File: config.mk
export PLATFORM = sky130hd
export DESIGN_NAME = control_unit
export DESIGN_NICKNAME = d
export VERILOG_FILES = /design/src/common/dram_pkg.sv /design/src/verilog/addr_mapper.sv /design/src/verilog/row_open.sv /design/src/verilog/init_state.sv /design/src/verilog/command_fsm.sv /design/src/verilog/timing_signal.sv /design/src/verilog/control_unit.sv
export SDC_FILE = /design/constraint.sdc
export NUM_CORES = 1
export LEC_CHECK = 0
export ABC_AREA = 0
export BUFFER_PORTS_ARGS = -buffer_cell sky130_fd_sc_hd__clkbuf_2
export CAP_MARGIN = 20
export CORE_MARGIN = 3
export CORE_UTILIZATION = 25
export DETAILED_ROUTE_END_ITERATION = 10
export HOLD_SLACK_MARGIN = 0.02
export PLACE_DENSITY_LB_ADDON = 0.08
export SYNTH_ARGS = -nofsm -noshare
export SYNTH_HDL_FRONTEND = slang
export SYNTH_SLANG_ARGS = --single-unit
File: constraint.sdc
create_clock -name CLK -period 4.87 [get_ports CLK]
set_input_delay 0.2435 -clock CLK [delete_from_list [all_inputs] [get_ports CLK]]
set_output_delay 0.2435 -clock CLK [all_outputs]
set_load 0.1 [all_outputs]
File: src/common/dram_pkg.sv
package dram_pkg;

    // Request address fields of the fixed x8 device layout
    localparam int RAM_ADDR_W = 32;
    localparam int OFFSET_W   = 3;
    localparam int COL_W      = 7;
    localparam int BANK_W     = 2;
    localparam int BG_W       = 2;
    localparam int ROW_W      = 15;
    localparam int RANK_W     = 1;

    // Field positions packed upward from the burst offset
    localparam int COL_LSB  = OFFSET_W;
    localparam int BANK_LSB = COL_LSB + COL_W;
    localparam int BG_LSB   = BANK_LSB + BANK_W;
    localparam int ROW_LSB  = BG_LSB + BG_W;
    localparam int RANK_LSB = ROW_LSB + ROW_W;

    // Row table covers every bank of every bank group
    localparam int BANK_IDX_W = BG_W + BANK_W;
    localparam int NUM_BANKS  = 1 << BANK_IDX_W;

    // Timing in clock cycles and shortened for simulation
    localparam int T_RCD       = 4;
    localparam int T_RP        = 4;
    localparam int T_CL        = 5;
    localparam int T_CWL       = 4;
    localparam int T_BURST     = 4;
    localparam int T_WR        = 6;
    localparam int T_RFC       = 10;
    localparam int T_REFI      = 300;
    localparam int T_INIT_PU   = 20;
    localparam int T_INIT_STEP = 4;

    // Wide enough for the longest interval
    localparam int CNT_W = $clog2(T_REFI + 1);

    typedef enum logic [3:0] {
        POWER_UP,
        RESET_EXIT,
        LOAD_MODE,
        ZQ_CAL,
        IDLE,
        ACTIVATE,
        READ,
        WRITE,
        PRECHARGE,
        REFRESH
    } dram_state_t;

    typedef enum logic [1:0] {
        ROW_NONE     = 2'b00,
        ROW_HIT      = 2'b01,
        ROW_EMPTY    = 2'b10,
        ROW_CONFLICT = 2'b11
    } row_stat_t;

endpackage

File: src/verilog/addr_mapper.sv
`timescale 1ns/1ps

module addr_mapper (
    input  logic [dram_pkg::RAM_ADDR_W-1:0] ram_addr,
    output logic [dram_pkg::OFFSET_W-1:0]   offset,
    output logic [dram_pkg::COL_W-1:0]      col,
    output logic [dram_pkg::BANK_W-1:0]     bank,
    output logic [dram_pkg::BG_W-1:0]       bg,
    output logic [dram_pkg::ROW_W-1:0]      row,
    output logic [dram_pkg::RANK_W-1:0]     rank
);
    import dram_pkg::*;

    // x8 layout from low to high is offset, column, bank, bank group, row, rank
    // Address bits above the rank field are not decoded
    always_comb begin
        offset = ram_addr[OFFSET_W-1:0];
        col    = ram_addr[COL_LSB +: COL_W];
        bank   = ram_addr[BANK_LSB +: BANK_W];
        bg     = ram_addr[BG_LSB +: BG_W];
        row    = ram_addr[ROW_LSB +: ROW_W];
        rank   = ram_addr[RANK_LSB +: RANK_W];
    end

endmodule

File: src/verilog/row_open.sv
`timescale 1ns/1ps

module row_open (
    input  logic                        CLK,
    input  logic                        nRST,
    input  logic [dram_pkg::BG_W-1:0]   bg,
    input  logic [dram_pkg::BANK_W-1:0] bank,
    input  logic [dram_pkg::ROW_W-1:0]  row,
    input  logic                        req_en,
    input  logic                        row_resolve,
    input  logic                        refresh,
    output dram_pkg::row_stat_t         row_stat,
    output logic [dram_pkg::ROW_W-1:0]  row_conflict
);
    import dram_pkg::*;

    logic [NUM_BANKS-1:0]  row_valid;
    logic [ROW_W-1:0]      open_row [NUM_BANKS];
    logic [BANK_IDX_W-1:0] bank_idx;

    assign bank_idx = {bg, bank};

    // All banks closed after reset and after refresh
    always_ff @(posedge CLK, negedge nRST) begin
        if (!nRST) begin
            row_valid <= '0;
        end else if (refresh) begin
            row_valid <= '0;
        end else if (row_resolve) begin
            row_valid[bank_idx] <= 1'b1;
        end
    end

    // Row stored on activate
    always_ff @(posedge CLK) begin
        if (row_resolve) begin
            open_row[bank_idx] <= row;
        end
    end

    assign row_conflict = open_row[bank_idx];

    always_comb begin
        if (!req_en) begin
            row_stat = ROW_NONE;
        end else if (!row_valid[bank_idx]) begin
            row_stat = ROW_EMPTY;
        end else if (open_row[bank_idx] == row) begin
            row_stat = ROW_HIT;
        end else begin
            row_stat = ROW_CONFLICT;
        end
    end

endmodule

File: src/verilog/init_state.sv
`timescale 1ns/1ps

module init_state (
    input  logic                  CLK,
    input  logic                  nRST,
    input  logic                  init,
    output logic                  init_done,
    output dram_pkg::dram_state_t init_state,
    output dram_pkg::dram_state_t ninit_state
);
    import dram_pkg::*;

    logic [CNT_W-1:0] step_cnt;
    logic [CNT_W-1:0] nstep_cnt;
    logic             ninit_done;

    // Counter starts loaded with the power-up wait
    always_ff @(posedge CLK, negedge nRST) begin
        if (!nRST) begin
            init_state <= POWER_UP;
            step_cnt   <= CNT_W'(T_INIT_PU - 1);
            init_done  <= 1'b0;
        end else begin
            init_state <= ninit_state;
            step_cnt   <= nstep_cnt;
            init_done  <= ninit_done;
        end
    end

    always_comb begin
        ninit_state = init_state;
        nstep_cnt   = step_cnt;
        ninit_done  = init_done;
        if (init && !init_done) begin
            if (step_cnt != '0) begin
                nstep_cnt = step_cnt - 1'b1;
            end else begin
                // Each mode-setting step gets the same spacing
                nstep_cnt = CNT_W'(T_INIT_STEP - 1);
                case (init_state)
                    POWER_UP:   ninit_state = RESET_EXIT;
                    RESET_EXIT: ninit_state = LOAD_MODE;
                    LOAD_MODE:  ninit_state = ZQ_CAL;
                    ZQ_CAL: begin
                        ninit_state = IDLE;
                        ninit_done  = 1'b1;
                    end
                    default:    ninit_state = IDLE;
                endcase
            end
        end
    end

endmodule

File: src/verilog/command_fsm.sv
`timescale 1ns/1ps

module command_fsm (
    input  logic                  CLK,
    input  logic                  nRST,
    input  logic                  dren,
    input  logic                  dwen,
    input  logic                  init_done,
    input  dram_pkg::row_stat_t   row_stat,
    input  logic                  tact_done,
    input  logic                  tpre_done,
    input  logic                  trd_done,
    input  logic                  twr_done,
    input  logic                  tref_done,
    input  logic                  rf_req,
    output logic                  init_req,
    output logic                  row_resolve,
    output logic                  refresh,
    output logic                  ram_wait,
    output dram_pkg::dram_state_t cmd_state,
    output dram_pkg::dram_state_t ncmd_state
);
    import dram_pkg::*;

    // Pending write remembered across PRECHARGE and ACTIVATE
    logic wr_op;
    logic nwr_op;
    // Current PRECHARGE closes all banks ahead of REFRESH
    logic ref_pend;
    logic nref_pend;
    logic req;
    logic access_end;

    assign req = dren | dwen;

    always_ff @(posedge CLK, negedge nRST) begin
        if (!nRST) begin
            cmd_state <= IDLE;
            wr_op     <= 1'b0;
            ref_pend  <= 1'b0;
        end else begin
            cmd_state <= ncmd_state;
            wr_op     <= nwr_op;
            ref_pend  <= nref_pend;
        end
    end

    always_comb begin
        ncmd_state = cmd_state;
        nwr_op     = wr_op;
        nref_pend  = ref_pend;
        case (cmd_state)
            IDLE: begin
                if (init_done) begin
                    // Refresh wins over a waiting request
                    if (rf_req) begin
                        ncmd_state = PRECHARGE;
                        nref_pend  = 1'b1;
                    end else if (req) begin
                        nwr_op = dwen;
                        case (row_stat)
                            ROW_CONFLICT: ncmd_state = PRECHARGE;
                            ROW_EMPTY:    ncmd_state = ACTIVATE;
                            ROW_HIT:      ncmd_state = dwen ? WRITE : READ;
                            default:      ncmd_state = IDLE;
                        endcase
                    end
                end
            end
            PRECHARGE: begin
                if (tpre_done) begin
                    ncmd_state = ref_pend ? REFRESH : ACTIVATE;
                    nref_pend  = 1'b0;
                end
            end
            ACTIVATE: begin
                if (tact_done) begin
                    ncmd_state = wr_op ? WRITE : READ;
                end
            end
            READ: begin
                if (trd_done) begin
                    ncmd_state = IDLE;
                end
            end
            WRITE: begin
                if (twr_done) begin
                    ncmd_state = IDLE;
                end
            end
            REFRESH: begin
                if (tref_done) begin
                    ncmd_state = IDLE;
                end
            end
            default: ncmd_state = IDLE;
        endcase
    end

    assign init_req = !init_done;

    // One pulse on entry to ACTIVATE records the new row
    assign row_resolve = (ncmd_state == ACTIVATE) && (cmd_state != ACTIVATE);

    // Table is cleared as the all-bank precharge completes
    assign refresh = (cmd_state == PRECHARGE) && ref_pend && tpre_done;

    // Stall drops only on the last cycle of an access
    assign access_end = ((cmd_state == READ) && trd_done)
                     || ((cmd_state == WRITE) && twr_done);
    assign ram_wait = !access_end;

endmodule

File: src/verilog/timing_signal.sv
`timescale 1ns/1ps

module timing_signal (
    input  logic                  CLK,
    input  logic                  nRST,
    input  logic                  init_done,
    input  dram_pkg::dram_state_t cmd_state,
    output logic                  tact_done,
    output logic                  tpre_done,
    output logic                  trd_done,
    output logic                  twr_done,
    output logic                  tref_done,
    output logic                  rf_req,
    output logic                  rd_en,
    output logic                  wr_en,
    output logic                  clear
);
    import dram_pkg::*;

    dram_state_t      state_q;
    logic [CNT_W-1:0] cnt;
    // Zero-based cycle index within the current state
    logic [CNT_W-1:0] idx;
    logic [CNT_W-1:0] refi_cnt;

    assign idx = (cmd_state != state_q) ? '0 : cnt;

    always_ff @(posedge CLK, negedge nRST) begin
        if (!nRST) begin
            state_q <= IDLE;
            cnt     <= '0;
        end else begin
            state_q <= cmd_state;
            cnt     <= idx + 1'b1;
        end
    end

    assign tact_done = (cmd_state == ACTIVATE)  && (idx == CNT_W'(T_RCD - 1));
    assign tpre_done = (cmd_state == PRECHARGE) && (idx == CNT_W'(T_RP - 1));
    assign trd_done  = (cmd_state == READ)      && (idx == CNT_W'(T_CL + T_BURST - 1));
    assign twr_done  = (cmd_state == WRITE)
                    && (idx == CNT_W'(T_CWL + T_BURST + T_WR - 1));
    assign tref_done = (cmd_state == REFRESH)   && (idx == CNT_W'(T_RFC - 1));

    // Burst windows follow the read and write latencies
    assign rd_en = (cmd_state == READ) && (idx >= CNT_W'(T_CL));
    assign wr_en = (cmd_state == WRITE) && (idx >= CNT_W'(T_CWL))
                && (idx < CNT_W'(T_CWL + T_BURST));

    assign clear = trd_done | twr_done;

    // Refresh interval restarts when REFRESH is entered
    always_ff @(posedge CLK, negedge nRST) begin
        if (!nRST) begin
            refi_cnt <= '0;
            rf_req   <= 1'b0;
        end else if (!init_done || (cmd_state == REFRESH)) begin
            refi_cnt <= '0;
            rf_req   <= 1'b0;
        end else if (!rf_req) begin
            if (refi_cnt == CNT_W'(T_REFI - 1)) begin
                rf_req <= 1'b1;
            end else begin
                refi_cnt <= refi_cnt + 1'b1;
            end
        end
    end

endmodule

File: src/verilog/control_unit.sv
`timescale 1ns/1ps

module control_unit (
    input  logic                                      CLK,
    input  logic                                      nRST,
    input  logic                                      dren,
    input  logic                                      dwen,
    input  logic [dram_pkg::RAM_ADDR_W-1:0]           ram_addr,
    output logic                                      ram_wait,
    output logic                                      rd_en,
    output logic                                      wr_en,
    output logic                                      clear,
    output logic [dram_pkg::OFFSET_W-1:0]             offset,
    output dram_pkg::dram_state_t                     state,
    output dram_pkg::dram_state_t                     nstate,
    output logic [dram_pkg::RANK_W-1:0]               rank,
    output logic [dram_pkg::BG_W-1:0]                 bg,
    output logic [dram_pkg::BANK_W-1:0]               bank,
    output logic [dram_pkg::ROW_W-1:0]                row,
    output logic [dram_pkg::COL_W+dram_pkg::OFFSET_W-1:0] col,
    output logic                                      rf_req
);
    import dram_pkg::*;

    logic [COL_W-1:0] col_idx;
    logic [ROW_W-1:0] req_row;
    logic [ROW_W-1:0] row_conflict;
    row_stat_t        row_stat;
    logic             req_en;

    logic             init_req;
    logic             init_done;
    logic             init_done_q;
    dram_state_t      init_st;
    dram_state_t      ninit_st;
    dram_state_t      cmd_state;
    dram_state_t      ncmd_state;

    logic             row_resolve;
    logic             refresh;
    logic             tact_done;
    logic             tpre_done;
    logic             trd_done;
    logic             twr_done;
    logic             tref_done;

    assign req_en = dren | dwen;

    addr_mapper u_addr (
        .ram_addr (ram_addr),
        .offset   (offset),
        .col      (col_idx),
        .bank     (bank),
        .bg       (bg),
        .row      (req_row),
        .rank     (rank)
    );

    row_open u_row (
        .CLK          (CLK),
        .nRST         (nRST),
        .bg           (bg),
        .bank         (bank),
        .row          (req_row),
        .req_en       (req_en),
        .row_resolve  (row_resolve),
        .refresh      (refresh),
        .row_stat     (row_stat),
        .row_conflict (row_conflict)
    );

    init_state u_init (
        .CLK         (CLK),
        .nRST        (nRST),
        .init        (init_req),
        .init_done   (init_done),
        .init_state  (init_st),
        .ninit_state (ninit_st)
    );

    command_fsm u_cmd (
        .CLK         (CLK),
        .nRST        (nRST),
        .dren        (dren),
        .dwen        (dwen),
        .init_done   (init_done),
        .row_stat    (row_stat),
        .tact_done   (tact_done),
        .tpre_done   (tpre_done),
        .trd_done    (trd_done),
        .twr_done    (twr_done),
        .tref_done   (tref_done),
        .rf_req      (rf_req),
        .init_req    (init_req),
        .row_resolve (row_resolve),
        .refresh     (refresh),
        .ram_wait    (ram_wait),
        .cmd_state   (cmd_state),
        .ncmd_state  (ncmd_state)
    );

    timing_signal u_time (
        .CLK       (CLK),
        .nRST      (nRST),
        .init_done (init_done),
        .cmd_state (cmd_state),
        .tact_done (tact_done),
        .tpre_done (tpre_done),
        .trd_done  (trd_done),
        .twr_done  (twr_done),
        .tref_done (tref_done),
        .rf_req    (rf_req),
        .rd_en     (rd_en),
        .wr_en     (wr_en),
        .clear     (clear)
    );

    // Source switch happens one cycle after init reaches IDLE
    always_ff @(posedge CLK, negedge nRST) begin
        if (!nRST) begin
            init_done_q <= 1'b0;
        end else begin
            init_done_q <= init_done;
        end
    end

    always_comb begin
        if (!init_done_q) begin
            state  = init_st;
            nstate = ninit_st;
        end else begin
            state  = cmd_state;
            nstate = ncmd_state;
        end
    end

    assign col = {col_idx, offset};

    // On a conflict the precharge must target the row still open
    assign row = (row_stat == ROW_CONFLICT) ? row_conflict : req_row;

endmodule

==> run summary <==
The setup clock skew after layout was 11.8 ps; the initial antenna violation count was 0. In this run the cell area of the synthesized design comes to 13100 sq um. In this run the worst setup path begins at u_row.open_row[12][3]$_DFFE_PP_.

The synthesis-to-layout area growth is 21.8%, and the initial detailed-routing violation count is 404. Share of the synthesized area in the top cell type: 0.551. The filler cells instantiated in the layout total 5178. The first global-routing pass estimated 53700 um of wire. The tools report the post-synthesis sequential area ratio as 0.666. At the end of routability-driven placement, the weighted congestion stood at 0.711. The combinational family with the most area after synthesis was multiplexers. The worst path needs 4170 ps of the cycle, external delays included.

The fraction of registers with async set or reset after synthesis was 0.200. The share of synthesized area spent on multiplexers was 0.157; the wire length after detailed routing was 35500 um. In the post-synthesis netlist, the biggest area contributors are edfxtp_1, dfrtp_1, mux4_2. The count of nets left with antenna violations once routing finished came out at 0. The worst slack after detailed placement was 164 ps.

Cell type contributing the most total cell area after synthesis: edfxtp_1. The total half-perimeter wirelength after legalization and detailed placement came out at 22400 um. The number of buffers between clock root and the deepest sink was 3. In the layout the commonest cells are edfxtp_1, dfrtp_1, mux4_2.

Post-CTS repair changed the size of 0 cells. For the worst slew margin relative to its limit, the log shows 0.440. The run gives 55100 sq um as the area enclosed by the die boundary. The fraction of the mapped netlist area in compound gates is 0.0433. The most common cell after layout, fill and taps aside was edfxtp_1. Period utilization: 0.856.

The critical path in this run is classified as flop to flop. For this run, the slowest stage of the critical path takes 690 ps. For the worst flop-to-flop path, the logic depth is 10. TritonCTS built the clock tree. The required time at the worst-slack endpoint is 5120 ps, and the total of buffers placed on input and output ports is 54. The critical path goes through mux4_2 > o22ai_1 > a21oi_1 > xnor2_1 > nand4_1 > nor4_4 > mux2i_1 > nor2_2 > nor4_2 > buf_12.

STA classifies the critical path startpoint as a flop. The tools report the number of diodes as 0. The worst min-delay path category is input pin to flop. In this run the worst path has a maximum fanout of 12. For this run, the post-layout net count is 958. The initial core utilization came out at 0.254. Clock-pin slew was measured on the worst setup and hold paths at 60 ps. The total count of hold-check failures in the final report was 0.

For the H-tree level count, the log shows 2. Synthesis inferred 300 register bits. The most used flip-flop cell after synthesis is edfxtp_1. The start of the worst register-to-register path is u_row.open_row[12][3]$_DFFE_PP_. The run gives 59 as the number of different library cells in the post-synthesis netlist.

The tools report the max-slew violation count as 0. During I/O placement, the number of pins put on the boundary was 82. Synthesis produced a netlist with a net count of 863.

Clock tree synthesis selected as its root buffer the cell clkbuf_16. Entering global routing, the biggest net connects 61 pins. The number of design rule violations left after detail routing is 0, and the number of global-route vias before repair is 7844. Setup total negative slack on the finished layout was measured at 0 ps. Across all setup checks in the final design, the least slack found is 700 ps. Dividing the detail-routed via count by the number of cells gives 4.46. Data arrives at the worst endpoint at 4420 ps.

Clock tree synthesis found a total of 300 sinks. The number of warnings reported in the yosys synthesis log was 0; the clock insertion delay at the later pin of the skew report was 550 ps. Die height: 235 um. Setup repair after global routing left no endpoint under its margin. The run finished with clean final reports. Derived from the worst setup path, the maximum achievable clock frequency is 0.240 GHz.

The number of buffers added by the clock tree synthesis step was 37. The synthesized design contains 240 enable-type register cells. The xor/xnor cell area share of the yosys netlist came out at 0.0228. For the leftover overflow at the end of global routing, the log shows 0. VDD sags by at most 0.000218 V.

The ratio of total power to cell area came out at 437 nW/um^2. The setup violation total in the final timing report was 0. The cell count after synthesis came out at 822. In the final routed layout, each cell accounts on average for 21.8 um. The end of the critical path is u_row.open_row[14][12]$_DFFE_PP_. For this design, the slowest cell found on the critical path is nor4_2. At the pin with the least slew margin, the transition time is 840 ps. For the total global routing track utilization, the log shows 0.130. The fraction of final layout cells with drive strength greater than 1 was 0.304.

The endpoint identified for the worst register-to-register timing path is u_row.open_row[14][12]$_DFFE_PP_. Each instance of the synthesized netlist takes up on average 15.9 sq um. The die width is 235 um.

The first-pass iteration count of the detailed router was 4; the core box area was 51500 sq um. In this run the static leakage power is 0.00562 uW. For flop-to-flop paths, the worst setup slack is 700 ps. Share of synthesized cell area in and, or, nand and nor gates: 0.0753. Category of the worst setup path capture point: a flop. The row count is 83. The routed layout has 7246 vias. Max-cap violations in this run came to 0. The adder-cell share of the synthesized area was 0.00478.
Yosys cell counts, types with 4 or more instances:
cell	instances
a21oi_1	11
a22o_1	4
a31oi_1	4
and3_1	4
buf_2	17
buf_4	24
buf_6	4
clkbuf_1	11
dfrtp_1	55
dfstp_2	5
edfxtp_1	240
ha_1	5
inv_1	12
mux2_2	35
mux2i_1	45
mux4_2	53
nand2_1	45
nand2b_1	10
nand3_1	18
nand4_1	9
nor2_1	45
nor2b_1	10
nor3_1	9
nor4_1	15
o21ai_0	16
o21ai_1	15
o22ai_1	8
o31ai_1	5
or3_1	9
xnor2_1	21
xor2_1	13
through the flow:
stage / std cells / hold slack, ps / power (uW) / instance area [sq um] / utilization
finish: 1624 / 105 / 6960 / 15900 / 0.309
global route: 1624 / 102 / 7280 / 15900 / 0.309
CTS: 1624 / 62.5 / 7100 / 15900 / 0.309
detailed placement: 1556 / 407 / 4390 / 14700 / 0.286
global placement: 1556 / 401 / 4390 / 14700 / 0.286
floorplan: 822 / -52.1 / 3940 / 13100 / -
state kept, by name (all words and copies together) (netlist names):
signal	count
u_init.init_done	1
u_cmd.wr_op	1
u_time.cnt	9
u_time.refi_cnt	9
u_row.row_valid	16
u_cmd.ref_pend	1
u_time.state_q	4
u_cmd.cmd_state	4
u_init.init_state	4
u_time.rf_req	1
u_init.step_cnt	9
init_done_q	1
u_row.open_row	240
power by group:
part	internal (uW)	switching (uW)
Combinational	445	902
Clock	1550	1100
Sequential	2890	70.2
critical path: cells and delay by family (launching register included):
kind	cells	cell delay (ps)
buffers and inverters	1	240
flip-flops	1	350
XOR/XNOR	1	230
AO/OA/AOI/OAI	2	480
AND/OR/NAND/NOR	4	1670
multiplexers	2	870
metal layers:
metal	GRT usage	up-vias	share of wire
met3	0.0246	51	0.039
met4	0.0317	0	0.020
li1	-	3363	-
met1	0.174	3730	0.45
met5	0	-	0
met2	0.217	102	0.49
worst min path at each step:
stage	from	to	cells after the start	slack, ps
after global placement	u_cmd.cmd_state[2]$_DFF_PN1_	u_time.state_q[2]$_DFF_PN1_	0	400
final	dren	u_cmd.wr_op$_DFFE_PN0P_	3	100
after floorplan	nRST	init_done_q$_DFF_PN0_	0	-50
after global routing	dren	u_cmd.wr_op$_DFFE_PN0P_	3	100
after detailed placement	u_cmd.cmd_state[2]$_DFF_PN1_	u_time.state_q[2]$_DFF_PN1_	0	410
after CTS	dren	u_cmd.wr_op$_DFFE_PN0P_	3	60
layout make-up:
class	instances	area, sq um	share of cell area
flip-flops and latches	300	8710	0.547
multi-input cells	453	4050	0.254
repair buffers	113	1100	0.0691
clock buffers	52	1080	0.0675
well taps	680	851	0.0534
clock inverters	14	93.8	0.00589
inverters	12	45.0	0.00283
cell families (layout without fill, tap and decap cells):
kind of cell / after synthesis / count (layout)
AO/OA/AOI/OAI: 87 / 87
XOR/XNOR: 34 / 34
adder cells (fa/ha/maj): 5 / 5
buffers and inverters: 69 / 191
flip-flops: 300 / 300
multiplexers: 134 / 134
AND/OR/NAND/NOR: 193 / 193
timing repair:
action,CTS,global route
endpoints found under the hold margin,56,0
hold buffers,2,0
buffers inserted,0,0
(Power assumes the default switching activity.)
